## config.mk

```make
export PLATFORM = sky130hd
export DESIGN_NAME = trig_token_top
export DESIGN_NICKNAME = d
export VERILOG_FILES = /design/src/common/trig_pkg.sv /design/src/trig_rx/trig_rx_fsm.sv /design/src/trig_rx/token_shift.sv /design/src/rtl/token_dispatch.sv /design/src/rtl/led_stretch.sv /design/src/rtl/trig_token_top.sv
export SDC_FILE = /design/constraint.sdc
export NUM_CORES = 1
export LEC_CHECK = 0
export BUFFER_PORTS_ARGS = -buffer_cell sky130_fd_sc_hd__buf_2
export CAP_MARGIN = 15
export CORE_ASPECT_RATIO = 1.4
export CORE_MARGIN = 2
export CORE_UTILIZATION = 55
export CTS_CLUSTER_DIAMETER = 30
export DETAILED_ROUTE_END_ITERATION = 16
export PLACE_DENSITY = 0.79
export SLEW_MARGIN = 25
export SYNTH_ARGS = -nofsm -noshare
export SYNTH_HDL_FRONTEND = slang
export SYNTH_HIERARCHICAL = 1
export SYNTH_SLANG_ARGS = --single-unit
```

## constraint.sdc

```tcl
create_clock -name CLK125 -period 1.53 [get_ports CLK125]
set_input_delay 0 -clock CLK125 [delete_from_list [all_inputs] [get_ports CLK125]]
set_output_delay 0 -clock CLK125 [all_outputs]
set_load 0.005 [all_outputs]
```

## src/common/trig_pkg.sv

```systemverilog
package trig_pkg;

	//////////////////////////////////////////////////
	// Serial trigger frame
	//////////////////////////////////////////////////

	// Token width in bits
	localparam int TOKEN_W = 10;
	// Token bits plus one parity bit
	localparam int DATA_BITS = TOKEN_W + 1;
	// Counter wide enough for the data phase
	localparam int BIT_CNT_W = $clog2(DATA_BITS + 1);

	// FIFO record sequence width
	localparam int SEQ_W = 4;

	//////////////////////////////////////////////////
	// Front panel LEDs
	//////////////////////////////////////////////////

	localparam int NUM_LEDS = 4;
	localparam int LED_CNT_W = 5;
	// Cycles lit after the last trigger
	localparam logic [LED_CNT_W-1:0] LED_HOLD = LED_CNT_W'(16);

	//////////////////////////////////////////////////
	// Types
	//////////////////////////////////////////////////

	typedef logic [TOKEN_W-1:0] token_t;

	// Word toward the channel FPGAs
	typedef struct packed {
		logic [4:0] tag;
		logic       err;
		token_t     token;
	} tx_word_t;

	// Record toward the memory FIFO
	typedef struct packed {
		logic [SEQ_W-1:0] seq;
		logic             rsvd;
		logic             err;
		token_t           token;
	} tok_rec_t;

	// Frame receiver states
	typedef enum logic [1:0] {
		IDLE,
		DATA,
		STOP
	} rx_state_t;

	// Idle comma, sent with K set
	localparam tx_word_t COMMA_WORD = 16'h00BC;
	// Prefix of a data token word
	localparam logic [4:0] TOKEN_TAG = 5'b10000;

endpackage

```

## src/trig_rx/trig_rx_fsm.sv

```systemverilog
`timescale 1ns/1ps

module trig_rx_fsm (
	input  logic CLK125,
	input  logic rst_n_i,
	// Serial trigger line, idles low
	input  logic ser_trig_i,
	// Even parity result from the shifter
	input  logic parity_ok_i,
	output logic shift_clr_o,
	output logic shift_en_o,
	// One-cycle token strobe and its status
	output logic tok_rdy_o,
	output logic tok_err_o
);

	//////////////////////////////////////////////////
	// State and counters
	//////////////////////////////////////////////////

	trig_pkg::rx_state_t state_q;
	// Counts the 11 data cycles
	logic [trig_pkg::BIT_CNT_W-1:0] bit_cnt_q;
	// Stop bit sampled, frame finished
	logic done_q;
	// Frame error, captured with the stop bit
	logic err_q;

	// Start bit seen in IDLE
	assign shift_clr_o = (state_q == trig_pkg::IDLE) && ser_trig_i;
	// Token and parity bits
	assign shift_en_o = (state_q == trig_pkg::DATA);

	//////////////////////////////////////////////////
	// Frame sequencing
	//////////////////////////////////////////////////

	always_ff @(posedge CLK125) begin
		if (!rst_n_i) begin
			state_q <= trig_pkg::IDLE;
			bit_cnt_q <= '0;
			done_q <= 1'b0;
		end else begin
			done_q <= 1'b0;
			case (state_q)
				trig_pkg::IDLE: begin
					// Start bit is a 1
					if (ser_trig_i) begin
						state_q <= trig_pkg::DATA;
						bit_cnt_q <= '0;
					end
				end
				trig_pkg::DATA: begin
					bit_cnt_q <= bit_cnt_q + 1'b1;
					// Last data cycle is the parity bit
					if (bit_cnt_q == trig_pkg::BIT_CNT_W'(trig_pkg::DATA_BITS - 1)) begin
						state_q <= trig_pkg::STOP;
					end
				end
				trig_pkg::STOP: begin
					// Stop bit sampled here, free for a new start next edge
					done_q <= 1'b1;
					state_q <= trig_pkg::IDLE;
				end
				default: begin
					state_q <= trig_pkg::IDLE;
				end
			endcase
		end
	end

	// Bad parity or a stop bit of 1
	always_ff @(posedge CLK125) begin
		if (state_q == trig_pkg::STOP) begin
			err_q <= !parity_ok_i || ser_trig_i;
		end
	end

	//////////////////////////////////////////////////
	// Output strobes
	//////////////////////////////////////////////////

	always_ff @(posedge CLK125) begin
		if (!rst_n_i) begin
			tok_rdy_o <= 1'b0;
			tok_err_o <= 1'b0;
		end else begin
			tok_rdy_o <= done_q;
			// Error only meaningful with the strobe
			tok_err_o <= done_q && err_q;
		end
	end

endmodule

```

## src/trig_rx/token_shift.sv

```systemverilog
`timescale 1ns/1ps

module token_shift (
	input  logic CLK125,
	input  logic rst_n_i,
	input  logic ser_trig_i,
	// Start bit strobe
	input  logic shift_clr_i,
	// High through the data phase
	input  logic shift_en_i,
	output trig_pkg::token_t token_o,
	output logic parity_ok_o
);

	// Token bits MSB first, then parity in bit 0
	logic [trig_pkg::DATA_BITS-1:0] shift_q;
	// Running XOR over token and parity
	logic par_q;

	//////////////////////////////////////////////////
	// Capture
	//////////////////////////////////////////////////

	// All 11 bits are overwritten by each frame
	always_ff @(posedge CLK125) begin
		if (shift_en_i) begin
			shift_q <= {shift_q[trig_pkg::DATA_BITS-2:0], ser_trig_i};
		end
	end

	always_ff @(posedge CLK125) begin
		if (!rst_n_i) begin
			par_q <= 1'b0;
		end else if (shift_clr_i) begin
			// New frame, restart the parity
			par_q <= 1'b0;
		end else if (shift_en_i) begin
			par_q <= par_q ^ ser_trig_i;
		end
	end

	// Held until the next frame shifts in
	assign token_o = shift_q[trig_pkg::DATA_BITS-1:1];
	// Even number of ones
	assign parity_ok_o = !par_q;

endmodule

```

## src/rtl/token_dispatch.sv

```systemverilog
`timescale 1ns/1ps

module token_dispatch (
	input  logic CLK125,
	input  logic rst_n_i,
	// Token strobe and status from the receiver
	input  logic tok_rdy_i,
	input  logic tok_err_i,
	input  trig_pkg::token_t token_i,
	// Record gating
	input  logic enable_i,
	input  logic inhibit_i,
	// Word stream toward the channel FPGAs
	output trig_pkg::tx_word_t tx_word_o,
	output logic tx_kchar_o,
	// Memory FIFO record
	output trig_pkg::tok_rec_t tok_dat_o,
	output logic tok_vld_o
);

	// Records emitted so far, wraps
	logic [trig_pkg::SEQ_W-1:0] seq_q;
	// Token goes to the FIFO
	logic rec_accept;

	assign rec_accept = tok_rdy_i && enable_i && !inhibit_i;

	//////////////////////////////////////////////////
	// Outgoing word stream
	//////////////////////////////////////////////////

	always_ff @(posedge CLK125) begin
		if (!rst_n_i) begin
			tx_word_o <= trig_pkg::COMMA_WORD;
			tx_kchar_o <= 1'b1;
		end else if (tok_rdy_i) begin
			// Data word for one cycle, K clear
			tx_word_o.tag <= trig_pkg::TOKEN_TAG;
			tx_word_o.err <= tok_err_i;
			tx_word_o.token <= token_i;
			tx_kchar_o <= 1'b0;
		end else begin
			// Comma otherwise
			tx_word_o <= trig_pkg::COMMA_WORD;
			tx_kchar_o <= 1'b1;
		end
	end

	//////////////////////////////////////////////////
	// FIFO record
	//////////////////////////////////////////////////

	always_ff @(posedge CLK125) begin
		if (!rst_n_i) begin
			tok_vld_o <= 1'b0;
			seq_q <= '0;
		end else begin
			tok_vld_o <= rec_accept;
			// Advance only on emitted records
			if (rec_accept) begin
				seq_q <= seq_q + 1'b1;
			end
		end
	end

	// Record payload, stamped with the current count
	always_ff @(posedge CLK125) begin
		if (rec_accept) begin
			tok_dat_o.seq <= seq_q;
			tok_dat_o.rsvd <= 1'b0;
			tok_dat_o.err <= tok_err_i;
			tok_dat_o.token <= token_i;
		end
	end

endmodule

```

## src/rtl/led_stretch.sv

```systemverilog
`timescale 1ns/1ps

module led_stretch (
	input  logic CLK125,
	input  logic rst_n_i,
	// Pulse or level, retriggers the hold
	input  logic trig_i,
	output logic led_o
);

	// Cycles left to stay lit
	logic [trig_pkg::LED_CNT_W-1:0] hold_q;

	//////////////////////////////////////////////////
	// Hold timer
	//////////////////////////////////////////////////

	always_ff @(posedge CLK125) begin
		if (!rst_n_i) begin
			hold_q <= '0;
		end else if (trig_i) begin
			// Reload on every trigger cycle
			hold_q <= trig_pkg::LED_HOLD;
		end else if (hold_q != '0) begin
			hold_q <= hold_q - 1'b1;
		end
	end

	// Lit while time is left
	assign led_o = (hold_q != '0);

endmodule

```

## src/rtl/trig_token_top.sv

```systemverilog
`timescale 1ns/1ps

module trig_token_top (
	input  logic CLK125,
	input  logic rst_n_i,
	// Serial master trigger from the inter-FPGA bus
	input  logic ser_trig_i,
	// FIFO record enable
	input  logic enable_i,
	// Global inhibit
	input  logic inhibit_i,
	// Bus access strobe for the activity LED
	input  logic bus_access_i,
	// Token stream toward the channel FPGAs
	output trig_pkg::tx_word_t tx_word_o,
	output logic tx_kchar_o,
	// Token record toward the memory FIFO
	output trig_pkg::tok_rec_t tok_dat_o,
	output logic tok_vld_o,
	// Front panel LEDs
	output logic [trig_pkg::NUM_LEDS-1:0] led_o
);

	//////////////////////////////////////////////////
	// Internal nets
	//////////////////////////////////////////////////

	// FSM to shifter
	logic shift_clr;
	logic shift_en;
	// Shifter to FSM and dispatch
	logic parity_ok;
	trig_pkg::token_t token;
	// Token strobe and status
	logic tok_rdy;
	logic tok_err;

	// LED triggers
	// 0 yellow, token receive error
	// 1 green, bus access
	// 2 green, master trigger received
	// 3 green, no inhibit
	wire [trig_pkg::NUM_LEDS-1:0] led_trig = {
		!inhibit_i,
		tok_rdy,
		bus_access_i,
		tok_rdy && tok_err
	};

	//////////////////////////////////////////////////
	// Serial trigger receiver
	//////////////////////////////////////////////////

	trig_rx_fsm u_rx_fsm (
		.CLK125      (CLK125),
		.rst_n_i     (rst_n_i),
		.ser_trig_i  (ser_trig_i),
		.parity_ok_i (parity_ok),
		.shift_clr_o (shift_clr),
		.shift_en_o  (shift_en),
		.tok_rdy_o   (tok_rdy),
		.tok_err_o   (tok_err)
	);

	// Token and parity capture
	token_shift u_shift (
		.CLK125      (CLK125),
		.rst_n_i     (rst_n_i),
		.ser_trig_i  (ser_trig_i),
		.shift_clr_i (shift_clr),
		.shift_en_i  (shift_en),
		.token_o     (token),
		.parity_ok_o (parity_ok)
	);

	//////////////////////////////////////////////////
	// Token word and FIFO record
	//////////////////////////////////////////////////

	token_dispatch u_dispatch (
		.CLK125     (CLK125),
		.rst_n_i    (rst_n_i),
		.tok_rdy_i  (tok_rdy),
		.tok_err_i  (tok_err),
		.token_i    (token),
		.enable_i   (enable_i),
		.inhibit_i  (inhibit_i),
		.tx_word_o  (tx_word_o),
		.tx_kchar_o (tx_kchar_o),
		.tok_dat_o  (tok_dat_o),
		.tok_vld_o  (tok_vld_o)
	);

	//////////////////////////////////////////////////
	// LED stretchers
	//////////////////////////////////////////////////

	// One hold timer per LED
	genvar i;
	generate
		for (i = 0; i < trig_pkg::NUM_LEDS; i = i + 1) begin : g_led
			led_stretch u_led (
				.CLK125  (CLK125),
				.rst_n_i (rst_n_i),
				.trig_i  (led_trig[i]),
				.led_o   (led_o[i])
			);
		end
	endgenerate

endmodule

```

==> metrics.txt, run 1 <==
status=complete, no violations; crit start category=flip-flop; cell-by-cell trace of the critical path=inv_1, ha_2, or4b_4, buf_6; worst reg2reg path depth=6; I/O Buffers=38; Netlist cell types=37; combinational fraction of design power=26.1%; post-route cell area=3470 um^2; Final Cycle Share=98.0%; DR iter-0 viols=76; Pint=3950 uW; critical path class=reg2out; endpoints failing setup=0; vias per std cell=4.87; Synth Area in Compound Gates=6.34%; Switch Pwr=1390 uW; total gr overflow=0; CP max stage cell=or4b_4; leading cell types by count after synthesis=dfxtp_1, edfxtp_1, nor2_1; final clock skew=0.00894 ns; Hold Crit Class=in2reg; TritonCTS Sinks=75; initial antenna violation count=0; via count=1734; CTS tree=done; Final Instance Count excl. Fillers=356; CP Data Required Time=1.53 ns; GP Congestion=0.763; switching part of the total=26.1%; clock share of power=29.3%; largest net degree at the start of global routing=20; Initial Utilization=56.3%; mux cell area share after synthesis=0.694%; Final Total Pwr=5350 uW; FMAX=0.667 GHz; ys async rst share=0%; Simple-Gate Fraction of Synth Area=16.4%; DRT Pass-1 Iters=4; Synth area leader=dfxtp_1; die width=65.2 um; Layout area overhead=20.3%; Die ar.=5840 um^2; cell with the most instances after synthesis=dfxtp_1; deepest clock path buffer count=2; CTS Root Cell=clkbuf_8; WL/cell=13.0 um; fin crit period=1.50 ns; Synth Area in XOR/XNOR=4.25%; Max Transition Viols Final=0; Power Density=1540 nW/um^2; part of the Yosys area used for sequential elements=61.5%; max incr delay on CP=0.47 ns; Post-synth EDFFs=27; MaxCap Viol Count=0; Worst Path Max Fanout=3; fraction of layout cells with a size suffix above 1=38.3%; Mapped Cells=234; Area contributors post-synth=dfxtp_1, edfxtp_1, xnor2_1, buf_4, ha_1; post-route ant nets=0; Placed Cells=325; core area=5120 um^2; first-pass GRT wire length=7230 um; Synth Register Bits=75; crit end category=output pin; largest family of logic cells by synthesized area=simple AND/OR/NAND/NOR gates; worst ir drop on vdd=0.614 mV; FP Rows=31; GR Util All Layers=16.6%; Worst-path clk slew=0.08 ns; Synth Warn #=6; Avg Cell Area, Syn=12.3 um^2; cell area after synthesis=2880 um^2; post-synth top area share=33.3%; final WL=4620 um; Flop pwr share=44.6%; # DRC=0; CTS H-tree depth=3; final count of hold timing violations=0; die height=89.7 um; vias in the first global route=1647; Synth Flop Type=dfxtp_1; Static Leakage=0.00147 uW; CP Data Arrival Time=1.50 ns; Hold Path Stages=2; adder-cell area share of the yosys netlist=3.04%; io pins=44; Final #Nets=298; DP HPWL=2940 um; ANT cells=0; CTS buffer count=9; clk_lat worst skew=0.33 ns; cell area after placement=3040 um^2
routing by layer:
layer	routed length (um)	up-vias	global-route usage [%]
li1	-	867	-
met1	1980	820	18.3
met2	2350	41	28.0
met3	206	6	5.74
met4	84	0	9.47
met5	0	-	0
stage by stage:
stage / util (%) / TNS, ns / hold slack [ns] / setup WS (ns)
floorplan: - / 0 / 0.0989 / 0.121
detailed placement: 59.3 / 0 / 0.240 / 0.103
global route: 67.7 / -0.0954 / 0.0306 / -0.0344
finish: 67.7 / 0 / 0.0429 / 0.0304
global placement: 59.3 / 0 / 0.230 / 0.156
CTS: 65.2 / 0 / 0.0272 / 0.00348
worst max-delay path: cells and delay by family (launching register included):
kind / cells / cell delay [ns]
and+or+nand+nor: 1 / 0.47
adders and majority gates: 1 / 0.17
buffers and inverters: 2 / 0.19
DFF: 1 / 0.33
cell families after synthesis:
logic type / after synthesis
adders and majority gates: 7
other: 1
DFF: 75
xor gates and xnor gates: 14
AOI/OAI and AO/OA: 22
and+or+nand+nor: 77
muxes: 2
buffers and inverters: 36
cells in the final DEF (no fill, tap or decap), drive strengths merged:
cell         netlist  final
clkbuf             2     10
o21ai              2      2
a21oi              2      2
nor2              22     22
dlygate4sd3        0      3
clkinv             0      4
or4b               4      4
ha                 7      7
nor3               6      6
or3                1      1
inv               15     15
dfxtp             48     48
nand3b             2      2
or2                5      5
a211oi             4      4
nand2              3      3
conb               1      5
nand4b             1      1
a31o               1      1
bufinv             0      2
buf               19     54
xnor2             14     14
and4b              1      1
and3               8      8
mux2i              2      2
nor2b              2      2
nand3              2      2
or3b               1      1
edfxtp            27     27
a21bo              1      1
a21boi             6      6
and2               6      6
nand4              1      1
nand2b            12     12
o21a               6      6
state kept, by name, summed over array words and instances (netlist names):
signal	cells
u_rx_fsm/done_q	1
u_dispatch/tok_vld_o	1
u_shift/par_q	1
u_rx_fsm/state_q	2
u_rx_fsm/tok_err_o	1
u_dispatch/seq_q	4
u_rx_fsm/err_q	1
u_rx_fsm/tok_rdy_o	1
u_shift/shift_q	11
u_dispatch/tx_kchar_o	1
g_led.u_led/hold_q	20
u_dispatch/tok_dat_o	15
u_rx_fsm/bit_cnt_q	4
u_dispatch/tx_word_o	12
power by group through the flow:
stage               combinational, uW  sequential, uW  clock, uW
global route                     1530            2410       1690
floorplan                         903            2370          0
CTS                              1060            2360       1600
finish                           1390            2380       1570
detailed placement                905            2400          0
global placement                  874            2400          0
repair_timing:
action / in CTS / in global routing
endpoints found under the hold margin: 4 / 0
hold buffers: 3 / 0
pin swaps: 3 / 1
gates cloned: 0 / 0
setup buffers: 6 / 6
resized for setup: 6 / 23
endpoints found under the setup margin: 4 / 15
layout make-up:
cell class / instances / area [um^2]
multi-input combinational: 127 / 975
inverter: 15 / 56.3
fill: 399 / 1650
clock buffer: 10 / 128
timing repair buffer: 57 / 359
sequential: 75 / 1790
clock inverter: 6 / 80.1
tap: 66 / 82.6
path summary, 6_finish.rpt:
path                                    startpoint                               endpoint  slack (ns)
max          g_led[0].u_led/hold_q[1]$_SDFFE_PP0P_                               led_o[0]        0.03
min                                        rst_n_i  g_led[0].u_led/hold_q[4]$_SDFFE_PN0P_        0.04
max reg2reg  g_led[3].u_led/hold_q[0]$_SDFFE_PP0P_  g_led[3].u_led/hold_q[0]$_SDFFE_PP0P_        0.03
min reg2reg           u_shift/shift_q[0]$_DFFE_PP_           u_shift/shift_q[1]$_DFFE_PP_        0.43
Note: power is estimated with default switching activity, not from simulation.
==> run 2, diff against run 1 <==
HOLD_SLACK_MARGIN = 0.08   (was default)
==> run 2 against run 1 <==
  * Design area rose by 0.58%
  * First-iteration DRC count rose by 5.3%
  * Wire length up 0.61%
  * Clock skew barely moved
  * Maximum frequency is essentially flat
  * Final cell count up 0.56%
  * Worst setup slack better by 0.00053 ns
  * Critical path type unchanged
  * Critical endpoint unchanged
  * Largest cell class unchanged
==> metrics.txt, run 2 (same netlist as run 1, synthesis figures left out) <==
status=complete, no violations; crit-path leading delay family=simple AND/OR/NAND/NOR gates; Final Instance Count excl. Fillers=358; die width=65.2 um; final count of hold timing violations=0; deepest clock path buffer count=2; CP Data Arrival Time=1.50 ns; CTS H-tree depth=3; fraction of layout cells with a size suffix above 1=38.0%; final WL=4650 um; via count=1757; Die ar.=5840 um^2; ANT cells=0; biggest regs=g_led.u_led/hold_q: 20 flops, u_dispatch/tok_dat_o: 15 flops, u_dispatch/tx_word_o: 12 flops; endpoints failing setup=0; Placed Cells=325; worst ir drop on vdd=0.638 mV; Static Leakage=0.00148 uW; Max Transition Viols Final=0; Power Density=1530 nW/um^2; DP HPWL=2940 um; Final #Nets=300; vias per std cell=4.91; max incr delay on CP=0.47 ns; CTS Root Cell=clkbuf_8; FMAX=0.667 GHz; largest net degree at the start of global routing=20; cell-by-cell trace of the critical path=inv_1, ha_2, or4b_4, buf_6; total gr overflow=0; GR Util All Layers=16.8%; final clock skew=0.00889 ns; Final Hold Slack=0.0993 ns; I/O Buffers=38; vias in the first global route=1665; first-pass GRT wire length=7310 um; CP Data Required Time=1.53 ns; Worst Path Max Fanout=3; pre-CTS WS=0.103 ns; crit start category=flip-flop; die height=89.7 um; initial antenna violation count=0; fin crit period=1.50 ns; DRT Pass-1 Iters=5; most frequent cells in the layout=dfxtp_1, buf_2, edfxtp_1, nor2_1, buf_4; MaxCap Viol Count=0; critical path class=reg2out; cell area after placement=3040 um^2; io pins=44; most common cell after layout, fill and taps aside=dfxtp_1; Layout area overhead=21.0%; # DRC=0; Worst-path clk slew=0.08 ns; Hold Crit Class=in2reg; worst path bufs/invs=2; WL/cell=13.0 um; DR iter-0 viols=80; final worst slack=0.0309 ns; post-route ant nets=0; crit end category=output pin; core area=5120 um^2; TritonCTS Sinks=75; Reg with most FFs=g_led.u_led/hold_q; Final Cycle Share=98.0%; CTS tree=done; clk_lat worst skew=0.33 ns; Initial Utilization=56.3%; FP Rows=31; CP max stage cell=or4b_4; CTS buffer count=9; post-route cell area=3490 um^2; GP Congestion=0.763; Largest register FFs=20
run 2: cell count changes in the layout (fill, tap and decap cells not counted):
cell           previous run  this run
dlygate4sd3_1             3         5
run 2: worst register-to-register path: stages, from the launching register on:
cell and delay [ns]:
dfxtp_4 0.35, inv_1 0.09, ha_4 0.13, or4b_4 0.47, buf_4 0.18, a211oi_2 0.21
run 2: area by class of cell:
class | count | area (um^2)
clock buffers | 10 | 128
fillers | 397 | 1630
inverters | 15 | 56.3
multi-input cells | 127 | 975
well taps | 66 | 82.6
flip-flops and latches | 75 | 1790
repair buffers | 59 | 379
clock inverters | 6 | 80.1
run 2: metal layers:
| metal | track usage [%] | vias to the layer above | wire length (um) |
|---|---|---|---|
| met5 | 0 | - | 0 |
| met4 | 9.28 | 0 | 88 |
| met3 | 5.61 | 7 | 213 |
| met2 | 28.2 | 45 | 2340 |
| met1 | 18.8 | 833 | 2010 |
| li1 | - | 872 | - |
run 2: per-stage QoR:
stage                     TNS [ns]  utilization (%)  power [uW]
final                            0             68.1        5340
after global routing       -0.0753             68.1        5630
after CTS                        0             65.6        5030
after detailed placement         0             59.3        3310
after global placement           0             59.3        3270
after floorplan                  0                -        3270
run 2: path summary, 6_finish.rpt:
path                                         startpoint                                    end  slack (ns)  cells after the start
setup / recovery  g_led[0].u_led/hold_q[1]$_SDFFE_PP0P_                               led_o[0]        0.03                      4
hold reg to reg            u_shift/shift_q[0]$_DFFE_PP_           u_shift/shift_q[1]$_DFFE_PP_        0.43                      0
hold / removal                                 enable_i       u_dispatch/seq_q[1]$_SDFFE_PN0P_         0.1                      4
setup reg to reg  g_led[3].u_led/hold_q[0]$_SDFFE_PP0P_  g_led[3].u_led/hold_q[1]$_SDFFE_PP0P_        0.04                      5
run 2: what timing repair did:
action / in CTS / in global routing
setup buffers: 6 / 6
endpoints found under the setup margin: 4 / 15
endpoints found under the hold margin: 12 / 0
resized for setup: 6 / 23
pin swaps: 3 / 1
hold buffers: 5 / 0
run 2: power by group:
part           internal, uW  switching (uW)  total, uW  leakage [uW]
sequential             2240             142       2380      0.000650
clock                   905             662       1570      0.000103
combinational           808             585       1390      0.000727
